<file path="src/hw/cacc_pkg.sv">
/* shared widths and enums of the convolution accumulator
   referenced by scoped name from every rtl file */
package cacc_pkg;

  //================================================
  // datapath widths
  //================================================
  localparam int N_LANES = 4;   // lanes per atom
  localparam int IN_W    = 22;  // partial sum lane from mac
  localparam int ACC_W   = 32;  // assembly buffer lane
  localparam int OUT_W   = 16;  // delivered lane

  //================================================
  // configuration and register port
  //================================================
  localparam int LEN_W   = 5;   // stripe length / stripe count fields
  localparam int TRUNC_W = 5;   // right shift before saturation
  localparam int REG_AW  = 3;
  localparam int REG_DW  = 32;

  // register map, one word per address
  typedef enum logic [REG_AW-1:0] {
    REG_OP_EN      = 3'd0,
    REG_STRIPE_LEN = 3'd1,
    REG_STRIPE_CNT = 3'd2,
    REG_TRUNCATE   = 3'd3,
    REG_SAT_COUNT  = 3'd4
  } reg_addr_e;

  // assembly controller
  typedef enum logic {
    ST_IDLE = 1'b0,  // waiting for op_en to rise
    ST_RUN  = 1'b1   // taking atoms of the layer
  } ctrl_state_e;

endpackage

</file>
<file path="src/hw/cacc_accu_ctrl_if.sv">
`timescale 1ns/100ps
/* per-atom control from the assembly controller to the calculator
   one atom per valid cycle, no ready */
interface cacc_accu_ctrl_if #(
  parameter int ABUF_DEPTH = 16
);

  localparam int AW = $clog2(ABUF_DEPTH);

  logic                         valid;      // one atom this cycle
  logic [AW-1:0]                addr;       // assembly buffer entry
  logic                         first;      // first stripe, start from zero
  logic                         last;       // last stripe, deliver result
  logic                         layer_end;  // final atom of the layer
  logic [cacc_pkg::N_LANES-1:0] mask;       // lane enables

  modport ctrl (
    output valid,
    output addr,
    output first,
    output last,
    output layer_end,
    output mask
  );

  modport calc (
    input valid,
    input addr,
    input first,
    input last,
    input layer_end,
    input mask
  );

endinterface

</file>
<file path="src/hw/cacc_regfile.sv">
`timescale 1ns/100ps
/* configuration registers with a self-clearing operation enable
   writes land on the strobe edge, reads return one cycle after the address */
module cacc_regfile #(
  parameter int ABUF_DEPTH = 16
) (
  input  logic                           nvdla_core_clk,
  input  logic                           reset,
  input  logic                           reg_wr_en,
  input  cacc_pkg::reg_addr_e            reg_addr,
  input  logic [cacc_pkg::REG_DW-1:0]    reg_wr_data,
  input  logic                           done,
  input  logic [cacc_pkg::REG_DW-1:0]    sat_count,
  output logic [cacc_pkg::REG_DW-1:0]    reg_rd_data,
  output logic                           op_en,
  output logic [cacc_pkg::LEN_W-1:0]     stripe_len,
  output logic [cacc_pkg::LEN_W-1:0]     stripe_cnt,
  output logic [cacc_pkg::TRUNC_W-1:0]   truncate
);

  localparam int LEN_AW = $clog2(ABUF_DEPTH + 1);  // bits kept of a written length

  logic                        op_wr;
  logic [cacc_pkg::REG_DW-1:0] sat_hold;  // survives op_en dropping after done

  assign op_wr = reg_wr_en && (reg_addr == cacc_pkg::REG_OP_EN);

  //================================================
  // write side
  //================================================
  always_ff @(posedge nvdla_core_clk) begin
    if (reset) begin
      op_en      <= 1'b0;
      stripe_len <= '0;
      stripe_cnt <= '0;
      truncate   <= '0;
      sat_hold   <= '0;
    end else begin
      if (op_wr) begin
        op_en <= reg_wr_data[0];
      end else if (done) begin
        op_en <= 1'b0;  // layer finished
      end
      if (reg_wr_en && reg_addr == cacc_pkg::REG_STRIPE_LEN) begin
        stripe_len <= cacc_pkg::LEN_W'(reg_wr_data[LEN_AW-1:0]);
      end
      if (reg_wr_en && reg_addr == cacc_pkg::REG_STRIPE_CNT) begin
        stripe_cnt <= reg_wr_data[cacc_pkg::LEN_W-1:0];
      end
      if (reg_wr_en && reg_addr == cacc_pkg::REG_TRUNCATE) begin
        truncate <= reg_wr_data[cacc_pkg::TRUNC_W-1:0];
      end
      if (op_wr && reg_wr_data[0]) begin
        sat_hold <= '0;         // new layer starts counting afresh
      end else if (op_en) begin
        sat_hold <= sat_count;  // track the live count
      end
    end
  end

  //================================================
  // registered read mux
  //================================================
  always_ff @(posedge nvdla_core_clk) begin
    if (reset) begin
      reg_rd_data <= '0;
    end else begin
      case (reg_addr)
        cacc_pkg::REG_OP_EN:      reg_rd_data <= cacc_pkg::REG_DW'(op_en);
        cacc_pkg::REG_STRIPE_LEN: reg_rd_data <= cacc_pkg::REG_DW'(stripe_len);
        cacc_pkg::REG_STRIPE_CNT: reg_rd_data <= cacc_pkg::REG_DW'(stripe_cnt);
        cacc_pkg::REG_TRUNCATE:   reg_rd_data <= cacc_pkg::REG_DW'(truncate);
        cacc_pkg::REG_SAT_COUNT:  reg_rd_data <= sat_hold;
        default:                  reg_rd_data <= '0;
      endcase
    end
  end

endmodule

</file>
<file path="src/hw/cacc_assembly_ctrl.sv">
`timescale 1ns/100ps
/* counts atoms within a stripe and stripes within a layer
   and hands one registered control word per atom to the calculator */
module cacc_assembly_ctrl #(
  parameter int ABUF_DEPTH = 16
) (
  input  logic                          nvdla_core_clk,
  input  logic                          reset,
  input  logic                          op_en,
  input  logic [cacc_pkg::LEN_W-1:0]    stripe_len,
  input  logic [cacc_pkg::LEN_W-1:0]    stripe_cnt,
  input  logic                          mac_pvld,
  input  logic [cacc_pkg::N_LANES-1:0]  mac_mask,
  cacc_accu_ctrl_if.ctrl                accu
);

  localparam int AW = $clog2(ABUF_DEPTH);

  cacc_pkg::ctrl_state_e        state;
  logic                         op_en_q;
  logic                         start;        // op_en rising
  logic                         accept;       // atom taken this cycle
  logic                         atom_end;     // last atom of a stripe
  logic                         stripe_last;  // last stripe of the layer
  logic [cacc_pkg::LEN_W-1:0]   atom_cnt;
  logic [cacc_pkg::LEN_W-1:0]   stripe_idx;

  assign start       = op_en && !op_en_q;
  assign accept      = mac_pvld && op_en && (state == cacc_pkg::ST_RUN || start);
  assign atom_end    = (atom_cnt == stripe_len - 1'b1);
  assign stripe_last = (stripe_idx == stripe_cnt - 1'b1);

  //================================================
  // state and counters
  //================================================
  always_ff @(posedge nvdla_core_clk) begin
    if (reset) begin
      state      <= cacc_pkg::ST_IDLE;
      op_en_q    <= 1'b0;
      atom_cnt   <= '0;
      stripe_idx <= '0;
      accu.valid <= 1'b0;
    end else begin
      op_en_q    <= op_en;
      accu.valid <= accept;
      if (!op_en) begin
        state      <= cacc_pkg::ST_IDLE;  // aborted or never started
        atom_cnt   <= '0;
        stripe_idx <= '0;
      end else begin
        if (accept) begin
          if (atom_end) begin
            atom_cnt   <= '0;
            stripe_idx <= stripe_last ? '0 : stripe_idx + 1'b1;
          end else begin
            atom_cnt <= atom_cnt + 1'b1;
          end
        end
        if (accept && atom_end && stripe_last) begin
          state <= cacc_pkg::ST_IDLE;  // wait for the next op_en
        end else if (start) begin
          state <= cacc_pkg::ST_RUN;
        end
      end
    end
  end

  //================================================
  // control word, payload only
  //================================================
  always_ff @(posedge nvdla_core_clk) begin
    if (accept) begin
      accu.addr      <= atom_cnt[AW-1:0];
      accu.first     <= (stripe_idx == '0);
      accu.last      <= stripe_last;
      accu.layer_end <= stripe_last && atom_end;
      accu.mask      <= mac_mask;
    end
  end

endmodule

</file>
<file path="src/hw/cacc_calculator.sv">
`timescale 1ns/100ps
/* assembly buffer and lane adders; on the last stripe each lane is shifted,
   saturated and pushed to the delivery buffer */
module cacc_calculator (
  input  logic                                             nvdla_core_clk,
  input  logic                                             reset,
  input  logic                                             op_en,
  input  logic [cacc_pkg::N_LANES*cacc_pkg::IN_W-1:0]     mac_data,
  input  logic [cacc_pkg::TRUNC_W-1:0]                     truncate,
  cacc_accu_ctrl_if.calc                                   accu,
  output logic                                             dlv_valid,
  output logic [cacc_pkg::N_LANES*cacc_pkg::OUT_W-1:0]    dlv_data,
  output logic                                             dlv_last,
  output logic [cacc_pkg::REG_DW-1:0]                      sat_count
);

  localparam int NL    = cacc_pkg::N_LANES;
  localparam int IN_W  = cacc_pkg::IN_W;
  localparam int ACC_W = cacc_pkg::ACC_W;
  localparam int OUT_W = cacc_pkg::OUT_W;

  localparam logic signed [ACC_W-1:0] SAT_MAX = 2 ** (OUT_W - 1) - 1;
  localparam logic signed [ACC_W-1:0] SAT_MIN = -(2 ** (OUT_W - 1));

  logic [NL*IN_W-1:0]      data_q;    // lines up with the control word
  logic [NL*ACC_W-1:0]     abuf [2 ** $bits(accu.addr)];
  logic [NL*ACC_W-1:0]     entry_rd;
  logic [NL*ACC_W-1:0]     entry_wr;
  logic [$clog2(NL+1)-1:0] sat_num;   // saturated lanes in this atom

  always_ff @(posedge nvdla_core_clk) begin
    data_q <= mac_data;
  end

  assign entry_rd = abuf[accu.addr];

  //================================================
  // lane accumulate, truncate, saturate
  //================================================
  always_comb begin : lane_math
    logic signed [ACC_W-1:0] partial;
    logic signed [ACC_W-1:0] base;
    logic signed [ACC_W-1:0] sum;
    logic signed [ACC_W-1:0] shifted;
    entry_wr = '0;
    dlv_data = '0;
    sat_num  = '0;
    for (int i = 0; i < NL; i++) begin
      partial = {{(ACC_W-IN_W){data_q[i*IN_W+IN_W-1]}}, data_q[i*IN_W +: IN_W]};
      base    = accu.first ? '0 : entry_rd[i*ACC_W +: ACC_W];  // first stripe from zero
      sum     = accu.mask[i] ? base + partial : base;
      entry_wr[i*ACC_W +: ACC_W] = sum;
      shifted = sum >>> truncate;
      if (shifted > SAT_MAX) begin
        dlv_data[i*OUT_W +: OUT_W] = SAT_MAX[OUT_W-1:0];
        sat_num = sat_num + 1'b1;
      end else if (shifted < SAT_MIN) begin
        dlv_data[i*OUT_W +: OUT_W] = SAT_MIN[OUT_W-1:0];
        sat_num = sat_num + 1'b1;
      end else begin
        dlv_data[i*OUT_W +: OUT_W] = shifted[OUT_W-1:0];
      end
    end
  end

  // write back, a repeated address sees this next cycle
  always_ff @(posedge nvdla_core_clk) begin
    if (accu.valid) begin
      abuf[accu.addr] <= entry_wr;
    end
  end

  assign dlv_valid = accu.valid && accu.last;  // push on the write edge
  assign dlv_last  = accu.layer_end;

  //================================================
  // saturation counter
  //================================================
  always_ff @(posedge nvdla_core_clk) begin
    if (reset) begin
      sat_count <= '0;
    end else if (!op_en) begin
      sat_count <= '0;
    end else if (dlv_valid) begin
      sat_count <= sat_count + cacc_pkg::REG_DW'(sat_num);
    end
  end

endmodule

</file>
<file path="src/hw/cacc_delivery_buffer.sv">
`timescale 1ns/100ps
/* circular output FIFO with valid/ready; every pop returns a credit,
   popping the entry marked last raises done */
module cacc_delivery_buffer #(
  parameter int DBUF_DEPTH = 16
) (
  input  logic                                           nvdla_core_clk,
  input  logic                                           reset,
  input  logic                                           dlv_valid,
  input  logic [cacc_pkg::N_LANES*cacc_pkg::OUT_W-1:0]  dlv_data,
  input  logic                                           dlv_last,
  input  logic                                           sdp_ready,
  output logic                                           sdp_valid,
  output logic [cacc_pkg::N_LANES*cacc_pkg::OUT_W-1:0]  sdp_data,
  output logic                                           sdp_last,
  output logic                                           credit_vld,
  output logic                                           done
);

  localparam int DW = cacc_pkg::N_LANES * cacc_pkg::OUT_W;
  localparam int PW = $clog2(DBUF_DEPTH);
  localparam int CW = $clog2(DBUF_DEPTH + 1);

  logic [DW:0]   mem [DBUF_DEPTH];  // {last, lanes}
  logic [PW-1:0] wr_ptr;
  logic [PW-1:0] rd_ptr;
  logic [CW-1:0] count;
  logic          pop;

  function automatic logic [PW-1:0] ptr_next(input logic [PW-1:0] ptr);
    ptr_next = (ptr == PW'(DBUF_DEPTH - 1)) ? '0 : ptr + 1'b1;
  endfunction

  assign sdp_valid = (count != '0);
  assign pop       = sdp_valid && sdp_ready;
  assign {sdp_last, sdp_data} = mem[rd_ptr];  // head holds while stalled

  //================================================
  // storage
  //================================================
  always_ff @(posedge nvdla_core_clk) begin
    if (dlv_valid) begin
      mem[wr_ptr] <= {dlv_last, dlv_data};
    end
  end

  //================================================
  // pointers, fill level, pulses
  //================================================
  always_ff @(posedge nvdla_core_clk) begin
    if (reset) begin
      wr_ptr     <= '0;
      rd_ptr     <= '0;
      count      <= '0;
      credit_vld <= 1'b0;
      done       <= 1'b0;
    end else begin
      if (dlv_valid) begin
        wr_ptr <= ptr_next(wr_ptr);
      end
      if (pop) begin
        rd_ptr <= ptr_next(rd_ptr);
      end
      case ({dlv_valid, pop})
        2'b10:   count <= count + 1'b1;
        2'b01:   count <= count - 1'b1;
        default: count <= count;  // idle or push with pop
      endcase
      credit_vld <= pop;              // one credit per entry taken
      done       <= pop && sdp_last;  // layer fully delivered
    end
  end

endmodule

</file>
<file path="src/hw/cacc_top.sv">
`timescale 1ns/100ps
/* convolution accumulator top level; register strobe, mac atoms in,
   delivered lanes out on valid/ready with credit and done pulses */
module cacc_top #(
  parameter int ABUF_DEPTH = 16,
  parameter int DBUF_DEPTH = 16
) (
  input  logic                                           nvdla_core_clk,
  input  logic                                           reset,
  input  logic                                           reg_wr_en,
  input  logic [cacc_pkg::REG_AW-1:0]                    reg_addr,
  input  logic [cacc_pkg::REG_DW-1:0]                    reg_wr_data,
  output logic [cacc_pkg::REG_DW-1:0]                    reg_rd_data,
  input  logic                                           mac_pvld,
  input  logic [cacc_pkg::N_LANES-1:0]                   mac_mask,
  input  logic [cacc_pkg::N_LANES*cacc_pkg::IN_W-1:0]   mac_data,
  output logic                                           sdp_valid,
  input  logic                                           sdp_ready,
  output logic [cacc_pkg::N_LANES*cacc_pkg::OUT_W-1:0]  sdp_data,
  output logic                                           sdp_last,
  output logic                                           credit_vld,
  output logic                                           done
);

  logic                                          op_en;
  logic [cacc_pkg::LEN_W-1:0]                    stripe_len;
  logic [cacc_pkg::LEN_W-1:0]                    stripe_cnt;
  logic [cacc_pkg::TRUNC_W-1:0]                  truncate;
  logic [cacc_pkg::REG_DW-1:0]                   sat_count;
  logic                                          dlv_valid;
  logic [cacc_pkg::N_LANES*cacc_pkg::OUT_W-1:0] dlv_data;
  logic                                          dlv_last;

  cacc_accu_ctrl_if #(.ABUF_DEPTH(ABUF_DEPTH)) u_accu_if ();

  //================================================
  // input side
  //================================================
  cacc_regfile #(.ABUF_DEPTH(ABUF_DEPTH)) u_regfile (
     .nvdla_core_clk (nvdla_core_clk)
    ,.reset          (reset)
    ,.reg_wr_en      (reg_wr_en)
    ,.reg_addr       (cacc_pkg::reg_addr_e'(reg_addr))
    ,.reg_wr_data    (reg_wr_data)
    ,.done           (done)         // clears op_en
    ,.sat_count      (sat_count)
    ,.reg_rd_data    (reg_rd_data)
    ,.op_en          (op_en)
    ,.stripe_len     (stripe_len)
    ,.stripe_cnt     (stripe_cnt)
    ,.truncate       (truncate)
  );

  cacc_assembly_ctrl #(.ABUF_DEPTH(ABUF_DEPTH)) u_assembly_ctrl (
     .nvdla_core_clk (nvdla_core_clk)
    ,.reset          (reset)
    ,.op_en          (op_en)
    ,.stripe_len     (stripe_len)
    ,.stripe_cnt     (stripe_cnt)
    ,.mac_pvld       (mac_pvld)
    ,.mac_mask       (mac_mask)
    ,.accu           (u_accu_if.ctrl)
  );

  //================================================
  // processing
  //================================================
  cacc_calculator u_calculator (
     .nvdla_core_clk (nvdla_core_clk)
    ,.reset          (reset)
    ,.op_en          (op_en)
    ,.mac_data       (mac_data)     // one cycle ahead of the control word
    ,.truncate       (truncate)
    ,.accu           (u_accu_if.calc)
    ,.dlv_valid      (dlv_valid)
    ,.dlv_data       (dlv_data)
    ,.dlv_last       (dlv_last)
    ,.sat_count      (sat_count)
  );

  //================================================
  // output side
  //================================================
  cacc_delivery_buffer #(.DBUF_DEPTH(DBUF_DEPTH)) u_delivery_buffer (
     .nvdla_core_clk (nvdla_core_clk)
    ,.reset          (reset)
    ,.dlv_valid      (dlv_valid)
    ,.dlv_data       (dlv_data)
    ,.dlv_last       (dlv_last)
    ,.sdp_ready      (sdp_ready)
    ,.sdp_valid      (sdp_valid)
    ,.sdp_data       (sdp_data)
    ,.sdp_last       (sdp_last)
    ,.credit_vld     (credit_vld)
    ,.done           (done)
  );

endmodule

</file>
<file path="config.mk">
export PLATFORM = sky130hd
export DESIGN_NAME = cacc_top
export DESIGN_NICKNAME = d
export VERILOG_FILES = /design/src/hw/cacc_pkg.sv /design/src/hw/cacc_accu_ctrl_if.sv /design/src/hw/cacc_regfile.sv /design/src/hw/cacc_assembly_ctrl.sv /design/src/hw/cacc_calculator.sv /design/src/hw/cacc_delivery_buffer.sv /design/src/hw/cacc_top.sv
export SDC_FILE = /design/constraint.sdc
export NUM_CORES = 2
export LEC_CHECK = 0
export BUFFER_PORTS_ARGS = -buffer_cell sky130_fd_sc_hd__buf_2
export CAP_MARGIN = 0
export CORE_ASPECT_RATIO = 2
export CORE_MARGIN = 10
export CORE_UTILIZATION = 40
export DETAILED_ROUTE_END_ITERATION = 8
export GPL_ROUTABILITY_DRIVEN = 0
export SLEW_MARGIN = 10
export SYNTH_ARGS = -nofsm -noshare
export SYNTH_HDL_FRONTEND = slang
export SYNTH_SLANG_ARGS = --single-unit
export TNS_END_PERCENT = 20
</file>
<file path="constraint.sdc">
create_clock -name nvdla_core_clk -period 11.75 [get_ports nvdla_core_clk]
set_clock_uncertainty 0.05 [all_clocks]
set_input_delay 2.35 -clock nvdla_core_clk [delete_from_list [all_inputs] [get_ports nvdla_core_clk]]
set_output_delay 2.35 -clock nvdla_core_clk [all_outputs]
set_load 0.02 [all_outputs]
</file>
# == Yosys cells after proc, flatten, opt, wreduce, memory -nomap -nowiden ==
# Memories as Yosys holds them, arrays and structs flattened. A register that Yosys moved wholly into a read port is not among the register bits.
# Index checks and enable logic that the tools add are counted.
# word_totals
ff_bits,239
mem_bits_rw,3088
output_inout_bits,100
elab_cells,128
memories,2
# mem_list
memory,depth,width,read_ports,rd_ports_with_merged_regs,wr,line,text
u_calculator.abuf,16,128,1,1,1,cacc_calculator.sv:26,logic [NL*ACC_W-1:0] abuf [2 ** $bits(accu.addr)];
u_delivery_buffer.mem,16,65,1,1,1,cacc_delivery_buffer.sv:24,logic [DW:0] mem [DBUF_DEPTH];
# classes
n_addsub,16
order_cmp,8
n_eq_ne,10
shift,4
mux,39
bitwise,1
reduce_logical,25
# op_table
operator,count
32-bit two-way mux,8
32-bit one-hot mux with 5 select lines,1
32-bit by 22-bit adder with 32-bit output,4
32-bit by 16-bit > comparator with 1-bit output (second input constant),4
32-bit by 16-bit less-than comparator with 1-bit output (second input constant),4
16-bit two-way mux,8
32-bit by 5-bit >>> shifter with 32-bit output,4
32-bit by 3-bit adder with 32-bit output,1
3-bit two-way mux,7
4-bit two-way mux,5
5-bit by 1-bit adder with 5-bit output (second input constant),3
5-bit by 1-bit subtractor with 5-bit output (second input constant),3
1-bit logical AND,14
5-bit equality test,2
5-bit two-way mux,2
5-bit one-hot mux with 2 select lines,1
3-bit by 1-bit adder with 3-bit output (second input constant),3
4-bit by 1-bit adder with 4-bit output (second input constant),2
4-bit equality test (second input constant),2
1-bit two-way mux,7
3-bit by 2-bit equality test with 1-bit output (second input constant),2
5-bit zero test,1
5-bit nonzero test,1
2-bit nonzero test,2
other kinds (11),12

# == Longest topological paths before layout ==
# logic_depth
depth_word,17
mapped_depth,49

# == Hierarchy ==
# A second synthesis with hierarchy kept.
# unflattened
cells_unflattened,8688
area_unflattened_um2,144652.5
# by_module_without_submodules
module,n_inst,cells_each,area_each_um2,seq_area_each_um2
cacc_calculator,1,6608,100721.6,63901.3
cacc_delivery_buffer,1,1711,39869.5,31610.3
cacc_regfile,1,259,2864.0,1601.5
cacc_assembly_ctrl,1,110,1197.4,590.6

# == Worst setup path after synthesis ==
# No wires, ideal clock.
# synth_timing
path_kind,register to register
startpoint,register with a tool-made name
endpoint,register u_calculator.sat_count[31] in the netlist's numbering
setup_ns,0.128
arrival_time_ns,10.926
t_required_ns,11.572
path_slack_ns,0.647
stages_incl_launch_ff,46
cell_sequence,dfxtp_1 > buf_6 > buf_8 > buf_12 > buf_8 > buf_6 > buf_4 > buf_6 > buf_4 > buf_2 > buf_4 > buf_2 > buf_2 > mux4_2 > mux4_2 > nor2b_1 > ha_1 > clkbuf_1 > [... 10 more ...] > a41oi_1 > clkbuf_1 > and2_1 > ha_1 > mux2_2 > ha_1 > mux2_4 > ha_1 > mux2_4 > ha_1 > a21o_1 > a21oi_1 > nor2_1 > and2_0 > clkbuf_1 > nand3_1 > xor2_1 > nor2_1
# synth_rtl
item,line,text
end signal: assignment,cacc_calculator.sv:85,sat_count <= sat_count + cacc_pkg::REG_DW'(sat_num);
end: declaration,cacc_calculator.sv:14,output logic [cacc_pkg::REG_DW-1:0] sat_count

==> implementation parameters <==
Parameter                              Value

Logic synthesis
  Post-synthesis instance total    8,689
  Register area share after synthesis    roughly two thirds
  Number of warnings printed during yosys synthesis    0
  Netlist Area Pre-Place    about 0.14 mm^2
  Synth unique cells    about 110
  Prevailing post-synth register cell    edfxtp_1
  Number of flops mapped to enable cells by yosys    between 3,000 and 4,000
  Mapped Nets    between 8,000 and 9,000
  Async SR Flop Fraction    0%
  Synthesized flop and latch total    approximately 3,300
  Mapped Avg Cell Area    approximately 17 um^2

Final layout
  Number of nets in the finished design    9,287
  Leading cell type in the layout, fill and taps excluded    edfxtp_1
  Commonest cells after routing, fill and taps aside    edfxtp_1 (3,099), mux4_2 (827), nor2_1 (470), mux2i_1 (442), nand2_1 (424)
  Footprint of the multi-input gates    ~0.045 mm^2
  Area Overhead vs Synth    12.2%
  Register area    ~0.098 mm^2
  Fill cells    around 31,000
  Share of post-route cells with drive strength above 1    21.5%

Global route
  Overflow after GRT    0
  Vias in the first global route    between 80,000 and 90,000
  Antenna violations before repair    25
  Total global routing track utilization    23.2%
  Maximum number of pins on one net before global-route repair    between 100 and 150
  First-pass GRT wire length    ~650,000 um

Clocking
  Number of hold buffers added after cts    0
  Clock latency of the later-clocked register in the worst-skew pair    a little under 1000 ps
  Clk Tree Root Cell    clkbuf_16
  Sink Count    around 3,300
  Number of clock buffers inserted by TritonCTS    between 300 and 400
  CTS tree    done
  CTS Buffer Depth    4
  Clock transition at the registers of the reported paths    ~70 ps
  Maximum level of the CTS H-tree    5

Setup path
  Cell class contributing the biggest share of worst-path delay    multiplexers
  Critical Path Max Stage Delay    just under 1000 ps
  CP endpoint kind    flip-flop
  Critical-path maximum fanout    32
  Most repeated library cell on the critical path    ha_1
  Class of the most critical setup path    flip-flop to flip-flop
  Arrival time at the worst endpoint    roughly 12,000 ps
  Total buffers and inverters traversed by the critical path    4
  Data required time at the worst endpoint    12,460 ps
  Setup crit start kind    flip-flop
  Master of the slowest instance on the critical path    o211ai_1

Die
  Placeable core area    0.361 mm^2
  X dimension of the die    around 450 um
  Row count    around 310
  Vertical extent of the die    roughly 870 um
  Ports    232
  Full die area    0.388 mm^2
  Initial Utilization    40.2%

Timing
  Maximum operating frequency    between 0.08 and 0.09 GHz
  Tightest Pin Transition    1280 ps
  Hold Slack    slightly above 400 ps
  Final-report hold violation count    0
  Pins over their slew limit    0
  Part of the cycle the worst path needs    between 90% and 100%
  Unrepaired setup endpoints after global routing    false
  Final critical-path required period    11,230 ps
  Final number of setup-violating endpoints    0
  Relative slew slack    11.9%
  Post-route setup TNS    0 ps

Detailed routing
  Average via count per standard cell    roughly 6.2
  DRC viols    1
  Number of vias after detailed routing    85,932
  Per-cell routed wire length    approximately 33 um
  Antenna-violating nets left    0
  Aggregate routed wire length    around 460,000 um
  Number of detailed-routing iterations run before antenna repair    8
  Number of design-rule violations left by the first detailed-router iteration    a little under 9,000

Hold path
  Hold Crit Class    flip-flop to flip-flop

Placed design
  I/O Buffers    around 200
  Detailed placement HPWL    297,000 um

Run status
  Run status    finished, violations left
  Violated checks    DRC

Pwr
  Worst IR drop on VDD    0.000109 V
  Pleak    roughly 53 nW
  Pwr dens    around 150 mW/mm^2

Flow run
  MaxCap Viol Count    0
-- repair_timing --
action                     4_1_cts  5_1_grt
setup endpoints to repair        0       27
setup buffers                    0        0
gates resized for setup          0        2
-- area by class of cell --
type	count	share of cell area, %
multi-input combinational	4670	27.5
tap	4710	3.63
sequential	3335	60.2
clock inverter	168	1.04
antenna	13	0.0200
clock buffer	374	4.94
timing repair buffer	517	2.29
inverter	176	0.416
-- stage by stage --
stage	power, mW	std cells	setup slack [ps]	area [um^2]	util [%]
6_report	23.6	13963	519	163000	45.1
5_1_grt	24.3	13952	29.0	163000	45.1
4_1_cts	23.8	13947	510	162000	45.0
3_5_place_dp	13.9	13405	570	153000	42.3
3_3_place_gp	13.9	13405	525	153000	42.3
2_1_floorplan	13.6	8689	647	145000	-
-- cell usage after synthesis, types with 66 or more instances --
library cell	number	share of area, %
nand2_1	424	1.1
inv_1	165	0.43
buf_1	86	0.22
mux2i_1	442	3.1
ha_1	144	1.2
nand4_1	79	0.34
a211oi_1	84	0.44
nand3_1	124	0.43
xor2_1	70	0.42
and2_1	82	0.35
nor2_1	499	1.3
o21ai_0	254	0.88
a22oi_1	110	0.57
o211ai_1	76	0.39
nor3_1	91	0.31
dfxtp_1	236	3.3
a21o_1	66	0.34
edfxtp_1	3099	64
clkbuf_1	322	0.83
mux4_2	827	13
a21oi_1	377	1.3
-- kinds of logic after synthesis --
group | synth area share, %
DFF | 67.5
and+or+nand+nor | 5.34
AOI/OAI and AO/OA | 6.71
muxes | 16.3
buffers and inverters | 1.97
adders and majority gates | 1.33
xor gates and xnor gates | 0.816
-- path summary, 6_finish.rpt --
path                                        startpoint  cells past startpoint                         end  slack, ps
worst max register to register               flip-flop                     34  u_calculator.sat_count[11]        520
worst min-delay path            u_regfile.sat_hold[16]                      1   u_regfile.reg_rd_data[16]        400
worst min register to register  u_regfile.sat_hold[16]                      1   u_regfile.reg_rd_data[16]        400
worst max-delay path                         flip-flop                     34  u_calculator.sat_count[11]        520
-- worst register-to-register path: cells and delay by family (launching register included) --
family,cells,cell delay [ps]
muxes,8,3250
AOI/OAI and AO/OA,8,3010
adders and majority gates,5,1590
and+or+nand+nor,8,1420
buffers and inverters,4,1070
DFF,1,470
xor gates and xnor gates,1,170
-- power breakdown --
part / switching, mW / internal, mW
registers: 0.0378 / 12.9
logic: 0.501 / 0.204
clock network: 4.48 / 5.48
-- flip-flops by register name, summed over array words and instances (netlist names), 5 cells and up, named ones only --
signal                      cells
u_calculator.data_q            88
u_regfile.reg_rd_data          32
u_regfile.stripe_cnt            5
u_calculator.abuf            2048
u_assembly_ctrl.stripe_idx      5
u_assembly_ctrl.atom_cnt        5
u_regfile.truncate              5
u_delivery_buffer.count         5
u_delivery_buffer.mem        1040
u_regfile.sat_hold             32
u_regfile.stripe_len            5
u_calculator.sat_count         32
-- per-layer routing --
layer	wire, um	global-route usage [%]
met1	157000	25.8
met2	235000	40.9
met3	30500	3.85
met4	37200	14.9
met5	13	0
Note: power is estimated with default switching activity, not from simulation.
